**src/logic/qrouting_pkg.sv**
```systemverilog
package qrouting_pkg;

	// datapath and table memory sizes
	localparam int word_width = 16;
	localparam int addr_width = 8;
	localparam int max_neighbors = 16;

	// neighbor table, four parallel regions with one word per entry
	localparam logic [addr_width-1:0] neighbor_id_base = 8'h00;
	localparam logic [addr_width-1:0] q_value_base = 8'h10;
	localparam logic [addr_width-1:0] battery_base = 8'h20;
	localparam logic [addr_width-1:0] cluster_base = 8'h30;

	// number of valid entries in the regions above
	localparam logic [addr_width-1:0] neighbor_count_addr = 8'h40;

	// added on top of the next hop's cost
	localparam logic [word_width-1:0] hop_cost = 16'd1;

	// which stage owns the table memory
	typedef enum logic [2:0] {
		stage_idle = 3'd0,
		stage_learn = 3'd1,
		stage_best = 3'd2,
		stage_policy = 3'd3,
		stage_reward = 3'd4
	} stage_t;

endpackage

```
**src/logic/compute_reward.sv**
```systemverilog
`timescale 1ns/1ps

module compute_reward #(
	parameter logic [qrouting_pkg::word_width-1:0] node_id = 16'd3
) (
	input logic clock,
	input logic nrst,
	input logic start,
	input logic [qrouting_pkg::word_width-1:0] destination_id,
	input logic [qrouting_pkg::word_width-1:0] hop_value,
	output logic [qrouting_pkg::word_width-1:0] reward,
	output logic done
);
	import qrouting_pkg::*;

	logic [word_width:0] sum;
	logic [word_width-1:0] sum_q;
	logic is_dest_q;
	logic v1;
	logic v2;

	// extra bit holds the carry for saturation
	assign sum = {1'b0, hop_value} + {1'b0, hop_cost};

	always_ff @(posedge clock) begin
		if (!nrst) begin
			v1 <= 1'b0;
			v2 <= 1'b0;
			done <= 1'b0;
		end else begin
			v1 <= start;
			v2 <= v1;
			done <= v2;
		end
	end

	// stage one: destination compare and saturated cost
	// stage two: final select, held until the next round
	always_ff @(posedge clock) begin
		if (start) begin
			is_dest_q <= (destination_id == node_id);
			sum_q <= sum[word_width] ? '1 : sum[word_width-1:0];
		end
		if (v1) begin
			reward <= is_dest_q ? '0 : sum_q;
		end
	end

endmodule

```
**src/logic/find_my_best.sv**
```systemverilog
`timescale 1ns/1ps

module find_my_best #(
	parameter logic [qrouting_pkg::word_width-1:0] cluster_id = 16'd1
) (
	input logic clock,
	input logic nrst,
	input logic start,
	output logic [qrouting_pkg::addr_width-1:0] mem_addr,
	input logic [qrouting_pkg::word_width-1:0] mem_rdata,
	output logic [$clog2(qrouting_pkg::max_neighbors)-1:0] best_index,
	output logic [qrouting_pkg::word_width-1:0] best_id,
	output logic [qrouting_pkg::word_width-1:0] best_value,
	output logic [qrouting_pkg::word_width-1:0] count,
	output logic done
);
	import qrouting_pkg::*;

	localparam int iw = $clog2(max_neighbors);

	localparam logic [1:0] s_idle = 2'd0;
	localparam logic [1:0] s_count = 2'd1;
	localparam logic [1:0] s_scan = 2'd2;
	localparam logic [1:0] s_id = 2'd3;

	logic [1:0] state;
	// read issue counter, cost then cluster for every entry
	logic [iw+1:0] step;
	logic [iw+1:0] ret_step;
	logic [iw-1:0] ret_idx;
	logic ret_cluster;
	logic [addr_width-1:0] issue_addr;
	logic [word_width-1:0] cost_q;
	logic in_found;
	logic [iw-1:0] in_idx;
	logic [iw-1:0] all_idx;
	logic [word_width-1:0] in_cost;
	logic [word_width-1:0] all_cost;
	logic in_hit;
	logic all_hit;
	logic last;
	logic nxt_in_found;
	logic [iw-1:0] nxt_in_idx;
	logic [iw-1:0] nxt_all_idx;
	logic [iw-1:0] win_idx;
	logic [word_width-1:0] nxt_in_cost;
	logic [word_width-1:0] nxt_all_cost;

	// the word arriving now was issued one step earlier
	assign ret_step = step - 1'b1;
	assign ret_idx = ret_step[iw:1];
	assign ret_cluster = ret_step[0];
	assign issue_addr = (step[0] ? cluster_base : q_value_base) + addr_width'(step[iw:1]);

	// strict compare keeps the lower index on a tie
	assign in_hit = ret_cluster && mem_rdata == cluster_id && (!in_found || cost_q < in_cost);
	assign all_hit = ret_cluster && (ret_idx == '0 || cost_q < all_cost);
	assign nxt_in_found = in_found || in_hit;
	assign nxt_in_idx = in_hit ? ret_idx : in_idx;
	assign nxt_in_cost = in_hit ? cost_q : in_cost;
	assign nxt_all_idx = all_hit ? ret_idx : all_idx;
	assign nxt_all_cost = all_hit ? cost_q : all_cost;
	assign win_idx = nxt_in_found ? nxt_in_idx : nxt_all_idx;
	assign last = ret_cluster && word_width'(ret_idx) == count - 1'b1;

	// the winner's ID read goes out in the same cycle as the last compare
	always_comb begin
		case (state)
			s_idle: mem_addr = neighbor_count_addr;
			s_scan: mem_addr = last ? neighbor_id_base + addr_width'(win_idx) : issue_addr;
			default: mem_addr = issue_addr;
		endcase
	end

	always_ff @(posedge clock) begin
		if (!nrst) begin
			state <= s_idle;
			step <= '0;
			in_found <= 1'b0;
			done <= 1'b0;
		end else begin
			done <= 1'b0;
			case (state)
				s_idle: begin
					if (start) begin
						step <= '0;
						in_found <= 1'b0;
						state <= s_count;
					end
				end
				s_count: begin
					step <= step + 1'b1;
					state <= (mem_rdata == '0) ? s_id : s_scan;
				end
				s_scan: begin
					step <= step + 1'b1;
					in_found <= nxt_in_found;
					if (last) begin
						state <= s_id;
					end
				end
				default: begin
					done <= 1'b1;
					state <= s_idle;
				end
			endcase
		end
	end

	always_ff @(posedge clock) begin
		if (state == s_count) begin
			count <= mem_rdata;
			best_index <= '0;
			best_value <= '0;
		end
		if (state == s_scan) begin
			if (!ret_cluster) begin
				cost_q <= mem_rdata;
			end
			in_idx <= nxt_in_idx;
			in_cost <= nxt_in_cost;
			all_idx <= nxt_all_idx;
			all_cost <= nxt_all_cost;
			if (last) begin
				best_index <= win_idx;
				best_value <= nxt_in_found ? nxt_in_cost : nxt_all_cost;
			end
		end
		if (state == s_id) begin
			best_id <= (count == '0) ? '0 : mem_rdata;
		end
	end

	a_best_in_table: assert property (@(posedge clock) disable iff (!nrst)
		done |-> word_width'(best_index) < count)
		else $error("find_my_best: index %0d outside table of %0d", best_index, count);

endmodule

```
**src/logic/learn_costs.sv**
```systemverilog
`timescale 1ns/1ps

module learn_costs (
	input logic clock,
	input logic nrst,
	input logic start,
	input logic [qrouting_pkg::word_width-1:0] source_id,
	input logic [qrouting_pkg::word_width-1:0] battery_stat,
	input logic [qrouting_pkg::word_width-1:0] value,
	input logic [qrouting_pkg::word_width-1:0] cluster,
	output logic [qrouting_pkg::addr_width-1:0] mem_addr,
	output logic mem_we,
	output logic [qrouting_pkg::word_width-1:0] mem_wdata,
	input logic [qrouting_pkg::word_width-1:0] mem_rdata,
	output logic done
);
	import qrouting_pkg::*;

	localparam int cw = $clog2(max_neighbors + 1);

	localparam logic [3:0] s_idle = 4'd0;
	localparam logic [3:0] s_get_count = 4'd1;
	localparam logic [3:0] s_scan = 4'd2;
	localparam logic [3:0] s_cmp = 4'd3;
	localparam logic [3:0] s_wr_q = 4'd4;
	localparam logic [3:0] s_wr_batt = 4'd5;
	localparam logic [3:0] s_wr_cluster = 4'd6;
	localparam logic [3:0] s_wr_count = 4'd7;
	localparam logic [3:0] s_full = 4'd8;

	logic [3:0] state;
	logic table_valid;
	logic [cw-1:0] count_q;
	logic [cw-1:0] idx;
	logic append_q;
	logic at_end;
	logic full;

	assign at_end = (idx == count_q);
	assign full = (count_q >= cw'(max_neighbors));

	// last write of the round, or nothing to write on a full table
	assign done = (state == s_wr_cluster && !append_q) || state == s_wr_count
		|| state == s_full;

	always_ff @(posedge clock) begin
		if (!nrst) begin
			state <= s_idle;
			table_valid <= 1'b0;
			count_q <= '0;
			idx <= '0;
			append_q <= 1'b0;
		end else begin
			case (state)
				s_idle: begin
					if (start) begin
						idx <= '0;
						if (!table_valid) begin
							// count word is zeroed in this cycle, no need to read it
							table_valid <= 1'b1;
							count_q <= '0;
							state <= s_scan;
						end else begin
							state <= s_get_count;
						end
					end
				end
				s_get_count: begin
					count_q <= mem_rdata[cw-1:0];
					state <= s_scan;
				end
				s_scan: begin
					if (at_end) begin
						append_q <= !full;
						state <= full ? s_full : s_wr_q;
					end else begin
						state <= s_cmp;
					end
				end
				s_cmp: begin
					if (mem_rdata == source_id) begin
						append_q <= 1'b0;
						state <= s_wr_q;
					end else begin
						idx <= idx + 1'b1;
						state <= s_scan;
					end
				end
				s_wr_q: state <= s_wr_batt;
				s_wr_batt: state <= s_wr_cluster;
				s_wr_cluster: state <= append_q ? s_wr_count : s_idle;
				default: state <= s_idle;
			endcase
		end
	end

	always_comb begin
		mem_addr = neighbor_count_addr;
		mem_we = 1'b0;
		mem_wdata = '0;
		case (state)
			s_idle: mem_we = start && !table_valid;
			s_scan: begin
				mem_addr = neighbor_id_base + addr_width'(idx);
				// unknown source, its ID takes the free slot right away
				if (at_end && !full) begin
					mem_we = 1'b1;
					mem_wdata = source_id;
				end
			end
			s_wr_q: begin
				mem_addr = q_value_base + addr_width'(idx);
				mem_we = 1'b1;
				mem_wdata = value;
			end
			s_wr_batt: begin
				mem_addr = battery_base + addr_width'(idx);
				mem_we = 1'b1;
				mem_wdata = battery_stat;
			end
			s_wr_cluster: begin
				mem_addr = cluster_base + addr_width'(idx);
				mem_we = 1'b1;
				mem_wdata = cluster;
			end
			s_wr_count: begin
				mem_we = 1'b1;
				mem_wdata = word_width'(count_q + 1'b1);
			end
			default: ;
		endcase
	end

	a_count_cap: assert property (@(posedge clock) disable iff (!nrst)
		(mem_we && mem_addr == neighbor_count_addr) |-> mem_wdata <= word_width'(max_neighbors))
		else $error("learn_costs: count %0d written past capacity", mem_wdata);

endmodule

```
**src/logic/node_memory.sv**
```systemverilog
`timescale 1ns/1ps

module node_memory #(
	parameter int mem_depth = 256
) (
	input logic clock,
	input logic [qrouting_pkg::addr_width-1:0] addr,
	input logic we,
	input logic [qrouting_pkg::word_width-1:0] wdata,
	output logic [qrouting_pkg::word_width-1:0] rdata
);
	import qrouting_pkg::*;

	logic [word_width-1:0] mem [mem_depth];

	// single port, read data one cycle after the address
	// a read during a write returns the previous word
	always_ff @(posedge clock) begin
		if (we) begin
			mem[addr] <= wdata;
		end
		rdata <= mem[addr];
	end

	// the table map has to fit the chosen depth
	a_addr_in_range: assert property (@(posedge clock) we |-> int'(addr) < mem_depth)
		else $error("node_memory: write to %0h beyond depth %0d", addr, mem_depth);

endmodule

```
**src/logic/qrouting_node.sv**
```systemverilog
`timescale 1ns/1ps

module qrouting_node #(
	parameter logic [qrouting_pkg::word_width-1:0] node_id = 16'd3,
	parameter logic [qrouting_pkg::word_width-1:0] cluster_id = 16'd1,
	parameter logic [3:0] initial_epsilon = 4'd6,
	parameter logic [3:0] epsilon_step = 4'd2,
	parameter int mem_depth = 256
) (
	input logic clock,
	input logic nrst,
	input logic report_valid,
	input logic [qrouting_pkg::word_width-1:0] f_source_id,
	input logic [qrouting_pkg::word_width-1:0] f_battery_stat,
	input logic [qrouting_pkg::word_width-1:0] f_value,
	input logic [qrouting_pkg::word_width-1:0] f_cluster_id,
	input logic [qrouting_pkg::word_width-1:0] f_destination_id,
	output logic busy,
	output logic [qrouting_pkg::word_width-1:0] next_hop,
	output logic explored,
	output logic [qrouting_pkg::word_width-1:0] reward_out,
	output logic done_reward
);
	import qrouting_pkg::*;

	stage_t stage;
	logic start_learn;
	logic start_best;
	logic start_policy;
	logic start_reward;
	logic done_learn;
	logic done_best;
	logic done_policy;

	// captured report
	logic [word_width-1:0] src_q;
	logic [word_width-1:0] batt_q;
	logic [word_width-1:0] value_q;
	logic [word_width-1:0] cluster_q;
	logic [word_width-1:0] dest_q;

	logic [addr_width-1:0] mem_addr;
	logic [addr_width-1:0] learn_addr;
	logic [addr_width-1:0] best_addr;
	logic [addr_width-1:0] policy_addr;
	logic mem_we;
	logic learn_we;
	logic [word_width-1:0] mem_wdata;
	logic [word_width-1:0] learn_wdata;
	logic [word_width-1:0] mem_rdata;

	logic [word_width-1:0] best_id;
	logic [word_width-1:0] best_value;
	logic [word_width-1:0] table_count;
	logic [word_width-1:0] hop_value;

	// one stage at a time, each done kicks off the next
	always_ff @(posedge clock) begin
		if (!nrst) begin
			stage <= stage_idle;
			busy <= 1'b0;
			start_learn <= 1'b0;
			start_best <= 1'b0;
			start_policy <= 1'b0;
			start_reward <= 1'b0;
		end else begin
			start_learn <= 1'b0;
			start_best <= 1'b0;
			start_policy <= 1'b0;
			start_reward <= 1'b0;
			case (stage)
				stage_idle: begin
					if (report_valid) begin
						busy <= 1'b1;
						start_learn <= 1'b1;
						stage <= stage_learn;
					end
				end
				stage_learn: begin
					if (done_learn) begin
						start_best <= 1'b1;
						stage <= stage_best;
					end
				end
				stage_best: begin
					if (done_best) begin
						start_policy <= 1'b1;
						stage <= stage_policy;
					end
				end
				stage_policy: begin
					if (done_policy) begin
						start_reward <= 1'b1;
						stage <= stage_reward;
					end
				end
				stage_reward: begin
					if (done_reward) begin
						busy <= 1'b0;
						stage <= stage_idle;
					end
				end
				default: stage <= stage_idle;
			endcase
		end
	end

	// reports arriving mid-round are dropped here
	always_ff @(posedge clock) begin
		if (stage == stage_idle && report_valid) begin
			src_q <= f_source_id;
			batt_q <= f_battery_stat;
			value_q <= f_value;
			cluster_q <= f_cluster_id;
			dest_q <= f_destination_id;
		end
	end

	// memory port steering, only the learning stage writes
	always_comb begin
		mem_addr = learn_addr;
		mem_we = 1'b0;
		mem_wdata = learn_wdata;
		case (stage)
			stage_learn: mem_we = learn_we;
			stage_best: mem_addr = best_addr;
			stage_policy: mem_addr = policy_addr;
			default: ;
		endcase
	end

	node_memory #(
		.mem_depth(mem_depth)
	) u_node_memory (
		.clock(clock),
		.addr(mem_addr),
		.we(mem_we),
		.wdata(mem_wdata),
		.rdata(mem_rdata)
	);

	learn_costs u_learn_costs (
		.clock(clock),
		.nrst(nrst),
		.start(start_learn),
		.source_id(src_q),
		.battery_stat(batt_q),
		.value(value_q),
		.cluster(cluster_q),
		.mem_addr(learn_addr),
		.mem_we(learn_we),
		.mem_wdata(learn_wdata),
		.mem_rdata(mem_rdata),
		.done(done_learn)
	);

	find_my_best #(
		.cluster_id(cluster_id)
	) u_find_my_best (
		.clock(clock),
		.nrst(nrst),
		.start(start_best),
		.mem_addr(best_addr),
		.mem_rdata(mem_rdata),
		.best_index(),
		.best_id(best_id),
		.best_value(best_value),
		.count(table_count),
		.done(done_best)
	);

	winner_policy #(
		.initial_epsilon(initial_epsilon),
		.epsilon_step(epsilon_step)
	) u_winner_policy (
		.clock(clock),
		.nrst(nrst),
		.start(start_policy),
		.best_id(best_id),
		.best_value(best_value),
		.count(table_count),
		.mem_addr(policy_addr),
		.mem_rdata(mem_rdata),
		.next_hop(next_hop),
		.hop_value(hop_value),
		.explored(explored),
		.done(done_policy)
	);

	compute_reward #(
		.node_id(node_id)
	) u_compute_reward (
		.clock(clock),
		.nrst(nrst),
		.start(start_reward),
		.destination_id(dest_q),
		.hop_value(hop_value),
		.reward(reward_out),
		.done(done_reward)
	);

	// a table write from the learning stage must never land outside its slot
	a_write_owner: assert property (@(posedge clock) disable iff (!nrst)
		learn_we |-> stage == stage_learn)
		else $error("qrouting_node: table write while stage is %s", stage.name());

endmodule

```
**src/logic/winner_policy.sv**
```systemverilog
`timescale 1ns/1ps

module winner_policy #(
	parameter logic [3:0] initial_epsilon = 4'd6,
	parameter logic [3:0] epsilon_step = 4'd2
) (
	input logic clock,
	input logic nrst,
	input logic start,
	input logic [qrouting_pkg::word_width-1:0] best_id,
	input logic [qrouting_pkg::word_width-1:0] best_value,
	input logic [qrouting_pkg::word_width-1:0] count,
	output logic [qrouting_pkg::addr_width-1:0] mem_addr,
	input logic [qrouting_pkg::word_width-1:0] mem_rdata,
	output logic [qrouting_pkg::word_width-1:0] next_hop,
	output logic [qrouting_pkg::word_width-1:0] hop_value,
	output logic explored,
	output logic done
);
	import qrouting_pkg::*;

	localparam logic [2:0] s_idle = 3'd0;
	localparam logic [2:0] s_mod = 3'd1;
	localparam logic [2:0] s_rd_q = 3'd2;
	localparam logic [2:0] s_get_q = 3'd3;
	localparam logic [2:0] s_finish = 3'd4;

	logic [2:0] state;
	logic [7:0] lfsr;
	logic lfsr_fb;
	logic [3:0] epsilon;
	logic [3:0] eps_now;
	logic decay;
	logic explore;
	logic [3:0] rem;

	// x^8 + x^6 + x^5 + x^4 + 1 with period 255
	assign lfsr_fb = lfsr[7] ^ lfsr[5] ^ lfsr[4] ^ lfsr[3];

	always_ff @(posedge clock) begin
		if (!nrst) begin
			lfsr <= 8'h01;
		end else begin
			lfsr <= {lfsr[6:0], lfsr_fb};
		end
	end

	// decay of the previous round is applied when the next one starts,
	// so epsilon always matches the round that explored is reporting
	assign eps_now = !decay ? epsilon
		: (epsilon >= epsilon_step) ? epsilon - epsilon_step : 4'd0;
	assign explore = count != '0 && lfsr[3:0] < eps_now;

	// upper nibble picks the entry in at most 15 subtractions
	assign mem_addr = (state == s_rd_q ? q_value_base : neighbor_id_base) + addr_width'(rem);

	always_ff @(posedge clock) begin
		if (!nrst) begin
			state <= s_idle;
			epsilon <= initial_epsilon;
			decay <= 1'b0;
			explored <= 1'b0;
			done <= 1'b0;
		end else begin
			done <= 1'b0;
			case (state)
				s_idle: begin
					if (start) begin
						epsilon <= eps_now;
						decay <= 1'b1;
						explored <= explore;
						state <= explore ? s_mod : s_finish;
					end
				end
				s_mod: begin
					if (word_width'(rem) < count) begin
						state <= s_rd_q;
					end
				end
				s_rd_q: state <= s_get_q;
				s_get_q: state <= s_finish;
				s_finish: begin
					done <= 1'b1;
					state <= s_idle;
				end
				default: state <= s_idle;
			endcase
		end
	end

	always_ff @(posedge clock) begin
		if (state == s_idle && start) begin
			rem <= lfsr[7:4];
			if (!explore) begin
				next_hop <= best_id;
				hop_value <= best_value;
			end
		end
		if (state == s_mod && word_width'(rem) >= count) begin
			rem <= rem - count[3:0];
		end
		if (state == s_rd_q) begin
			next_hop <= mem_rdata;
		end
		if (state == s_get_q) begin
			hop_value <= mem_rdata;
		end
	end

	// once epsilon runs out it stays at zero and nothing explores
	a_no_explore_at_zero: assert property (@(posedge clock) disable iff (!nrst)
		(epsilon == '0) |-> !explored ##1 (epsilon == '0))
		else $error("winner_policy: explored at zero epsilon or epsilon left zero");

endmodule

```
**config.mk**
```make
export PLATFORM = sky130hd
export DESIGN_NAME = qrouting_node
export DESIGN_NICKNAME = d
export VERILOG_FILES = /design/src/logic/qrouting_pkg.sv /design/src/logic/compute_reward.sv /design/src/logic/find_my_best.sv /design/src/logic/learn_costs.sv /design/src/logic/node_memory.sv /design/src/logic/qrouting_node.sv /design/src/logic/winner_policy.sv
export SDC_FILE = /design/constraint.sdc
export NUM_CORES = 2
export LEC_CHECK = 0
export BUFFER_PORTS_ARGS = -buffer_cell sky130_fd_sc_hd__buf_2
export CAP_MARGIN = 10
export CORE_MARGIN = 2
export CORE_UTILIZATION = 45
export CTS_CLUSTER_DIAMETER = 120
export DETAILED_ROUTE_END_ITERATION = 6
export MAX_ROUTING_LAYER = met4
export SLEW_MARGIN = 20
export SYNTH_ARGS = -nofsm -noshare
export SYNTH_HDL_FRONTEND = slang
export SYNTH_SLANG_ARGS = --single-unit
```
**constraint.sdc**
```tcl
create_clock -name clock -period 6.8 [get_ports clock]
set_input_delay 0.34 -clock clock [delete_from_list [all_inputs] [get_ports clock]]
set_output_delay 0.34 -clock clock [all_outputs]
set_load 0.1 [all_outputs]
```
==> flow_summary.ini <==
[floorplanning]
die_w_um = 450
die_y_um = 450
core_um2 = 198000
ios = 118
die_area_um2 = 203000
num_rows = 163
start_util = 0.454

[layout]
fillCellCount = 16600
multiInputGateArea_um2 = 24600
layout-drive-gt1-share = 0.110
final_cell_count_no_fill = 10500
nNetsFinal = 7757
area_growth_pct = 17.0
regArea_um2 = 65500

[critical_path]
critPathTopFamily = simple AND/OR/NAND/NOR gates
crit_required_ns = 7.60
worst-r2r-cell-count = 17
rr_endpoint = u_node_memory.rdata[13]$_DFF_P_
worstSetupStartpointType = flop
crit_path_end_kind = flop
critPathMostFrequentCell = xnor2_1
crit_chain = inv_1, ha_1, nor3b_2, xnor2_1, xnor2_1, o32a_1, or4b_1, a31o_1, nor2_4, buf_12, nor2_2, buf_4, a32oi_1, nand2_1, o311ai_1, nor3_1, a22oi_1
crit_arrival_ns = 7.34
path_buf_inv = 3
cp_max_fo = 32
reg2reg_slack_ns = 0.26
cpPeakStageDelay_ns = 0.83
r2r-start = u_find_my_best.step[0]$_SDFFE_PN0P_
path_class = reg2reg
cp_slowest_cell = o311ai_1

[synth]
yosys_warnings = 0
synthArstFlopShare = 0
synth.avg_cell_area_um2 = 13.4
synth_top_area_share = 0.712
synthCells = 6715
synth_area_um2 = 89700
seq_area_frac_synth = 0.731
synth_edf_count = 2125
synthDistinctLibCells = 88
yosysTopAreaCell = edfxtp_1
yosys-top-cells-area = edfxtp_1 71%, nand2_1 6.7%, nand3_1 3.4%, mux2i_1 1.9%, dfxtp_1 1.9%
synth_flop_cell = edfxtp_1
synth_seq_cells = 2211

[timing]
finalCriticalPeriod_ns = 6.54
relSlewSlack = 0.162
setup_violations = 0
timing.fmax_mhz = 153
drv_slew = 0
rsz0062_at_grt = no
final_hold_viol_count = 0
tightest_slew_ns = 1.25
skew_ns = 0.0585
fin_crit_sh = 0.961

[clock_network]
cts-root-buf = clkbuf_16
numCtsBuffers = 221
clk_latency_ns = 0.89
cts.clk_slew.worst_paths_ns = 0.07
clockBufferDepth = 3
clock_sinks = 2211
cts_tree = done
htree_levels = 4

[outcome]
status = completed

[global_route]
antenna_found_initial = 16
grt_pass1_vias = 56300
grtUsageTotal = 0.263
overflow = 0
grt_pass1_wl_mm = 382
grt_start_max_net_pins = 113

[pwr]
p_total_w = 0.0294
combPwrFrac = 0.052
peakVddDrop_mv = 0.221
p_leak_nw = 38.0
seqPwrFrac = 0.535
switching_share = 0.223
clkPwrFrac = 0.414
powerDensity_nw_per_um2 = 280
switching_power_w = 0.00654
p_int_w = 0.0228

[routing]
wl_per_cell_um = 25.1
vias = 59100
first_pass_iters = 6
routed_wl_mm = 263
via_per_inst = 5.65
drtIter0Drc = 7699
detail-route-antenna-nets = 0
drc = 0

[placement]
place_inst = 9956
gp_congestion = 0.944
hpwlAfterDp_mm = 161
port_buffers = 117

[min_path]
hold_start = f_destination_id[9]
worstHoldEndpoint = dest_q[9]$_DFFE_PP_
hp-class = in2reg
min_path_cells = 2

[job]
drv_cap = 0
## cells by family (layout without fill, tap and decap cells)
kind of cell               Yosys count  after routing  synth area share
adders and majority gates           52             52           0.00734
AOI/OAI and AO/OA                  897            897            0.0681
muxes                              219            219            0.0258
xor gates and xnor gates            52             52           0.00523
buffers and inverters              481            980            0.0248
other                                1            620         0.0000418
DFF                               2211           2211             0.731
and+or+nand+nor                   2802           2802             0.138
## final cells by class
cell class,count,share of cell area
multi-input combinational,4630,0.234
clock buffer,292,0.0562
sequential,2211,0.625
tap,2640,0.0315
antenna,12,0.000286
inverter,63,0.00225
timing repair buffer,495,0.0382
clock inverter,130,0.0123
## power by group through the flow
stage	Sequential (W)	Clock, W	Combinational (W)
after global routing	0.0157	0.0129	0.00164
after CTS	0.0157	0.0123	0.00149
after floorplan	0.0159	0	0.000794
after global placement	0.0160	0	0.00143
after detailed placement	0.0160	0	0.00145
final	0.0157	0.0121	0.00152
## state kept, by name, indices dropped and copies added, names as in the netlist, 5 cells and up
signal	count
u_find_my_best.cost_q	16
u_find_my_best.count	16
u_find_my_best.best_id	16
batt_q	16
u_node_memory.mem	1888
u_learn_costs.idx	5
u_learn_costs.count_q	5
u_winner_policy.lfsr	8
value_q	16
u_compute_reward.reward	16
u_node_memory.rdata	16
u_find_my_best.step	5
cluster_q	16
u_find_my_best.in_cost	16
u_compute_reward.sum_q	16
src_q	16
u_winner_policy.next_hop	16
u_find_my_best.all_cost	16
u_find_my_best.best_value	16
dest_q	16
u_winner_policy.hop_value	16
## Yosys cell counts, drive strengths merged, types with 37 or more instances
cell type / count
a211oi: 124
a21oi: 198
a311oi: 92
a31oi: 115
and2: 38
and3: 139
buf: 243
clkbuf: 175
dfxtp: 86
edfxtp: 2125
ha: 51
inv: 63
mux2: 39
mux2i: 174
nand2: 1604
nand3: 608
nand4: 37
nor2: 180
nor3: 55
o21ai: 125
## how the worst max path moves through the flow
stage | startpoint | to | slack (ns) | cells past startpoint
after floorplan | u_find_my_best.step[0]$_SDFFE_PN0P_ | u_node_memory.mem[16][0]$_DFFE_PP_ | 1.54 | 17
after global placement | u_find_my_best.step[0]$_SDFFE_PN0P_ | u_node_memory.rdata[13]$_DFF_P_ | -0.06 | 17
after detailed placement | u_find_my_best.step[0]$_SDFFE_PN0P_ | u_node_memory.rdata[3]$_DFF_P_ | 0.44 | 16
after CTS | u_find_my_best.step[0]$_SDFFE_PN0P_ | u_node_memory.rdata[3]$_DFF_P_ | 0.41 | 16
after global routing | u_find_my_best.step[0]$_SDFFE_PN0P_ | u_node_memory.rdata[13]$_DFF_P_ | 0.16 | 17
final | u_find_my_best.step[0]$_SDFFE_PN0P_ | u_node_memory.rdata[13]$_DFF_P_ | 0.26 | 17
## cells in the final DEF (no fill, tap or decap), types with 31 or more instances in the layout
cell              n
a211oi_1        124
a21oi_1         195
a311oi_1         92
a31oi_1         112
a32oi_1          34
and2_1           36
and3_1          139
buf_2           118
buf_4           265
clkbuf_1         62
clkbuf_16       222
clkinv_1         48
clkinv_2         43
conb_1          608
dfxtp_1          86
dlygate4sd3_1    82
edfxtp_1       2125
ha_1             50
inv_1            63
mux2_2           39
mux2i_1         174
nand2_1        1601
nand3_1         607
nand4_1          37
nor2_1          152
nor2b_1          35
nor3_1           46
nor4_1           31
o21ai_0         113
xnor2_1          31
## layer usage
layer | track usage | part of all wire | vias up
met3 | 0.0498 | 0.096 | 525
met4 | 0.101 | 0.040 | 0
met1 | 0.353 | 0.40 | 29400
met5 | - | 0 | -
met2 | 0.398 | 0.46 | 2887
li1 | - | - | 26300
## through the flow
| step | cell area (µm²) | util | setup WS (ns) | hold slack, ns | setup TNS, ns |
|---|---|---|---|---|---|
| floorplan | 92000 | - | 1.54 | 0.412 | 0 |
| global placement | 96800 | 0.490 | -0.0626 | 0.422 | -0.0626 |
| detailed placement | 96800 | 0.490 | 0.440 | 0.433 | 0 |
| CTS | 105000 | 0.530 | 0.410 | 0.103 | 0 |
| global route | 105000 | 0.531 | 0.159 | 0.136 | 0 |
| finish | 105000 | 0.531 | 0.262 | 0.167 | 0 |
## what timing repair did
action | in CTS | in global routing
resized for setup | 0 | 0
endpoints found under the hold margin | 89 | 0
setup buffers | 0 | 0
hold buffers | 82 | 0
endpoints found under the setup margin | 0 | 0
(Power assumes the default switching activity.)
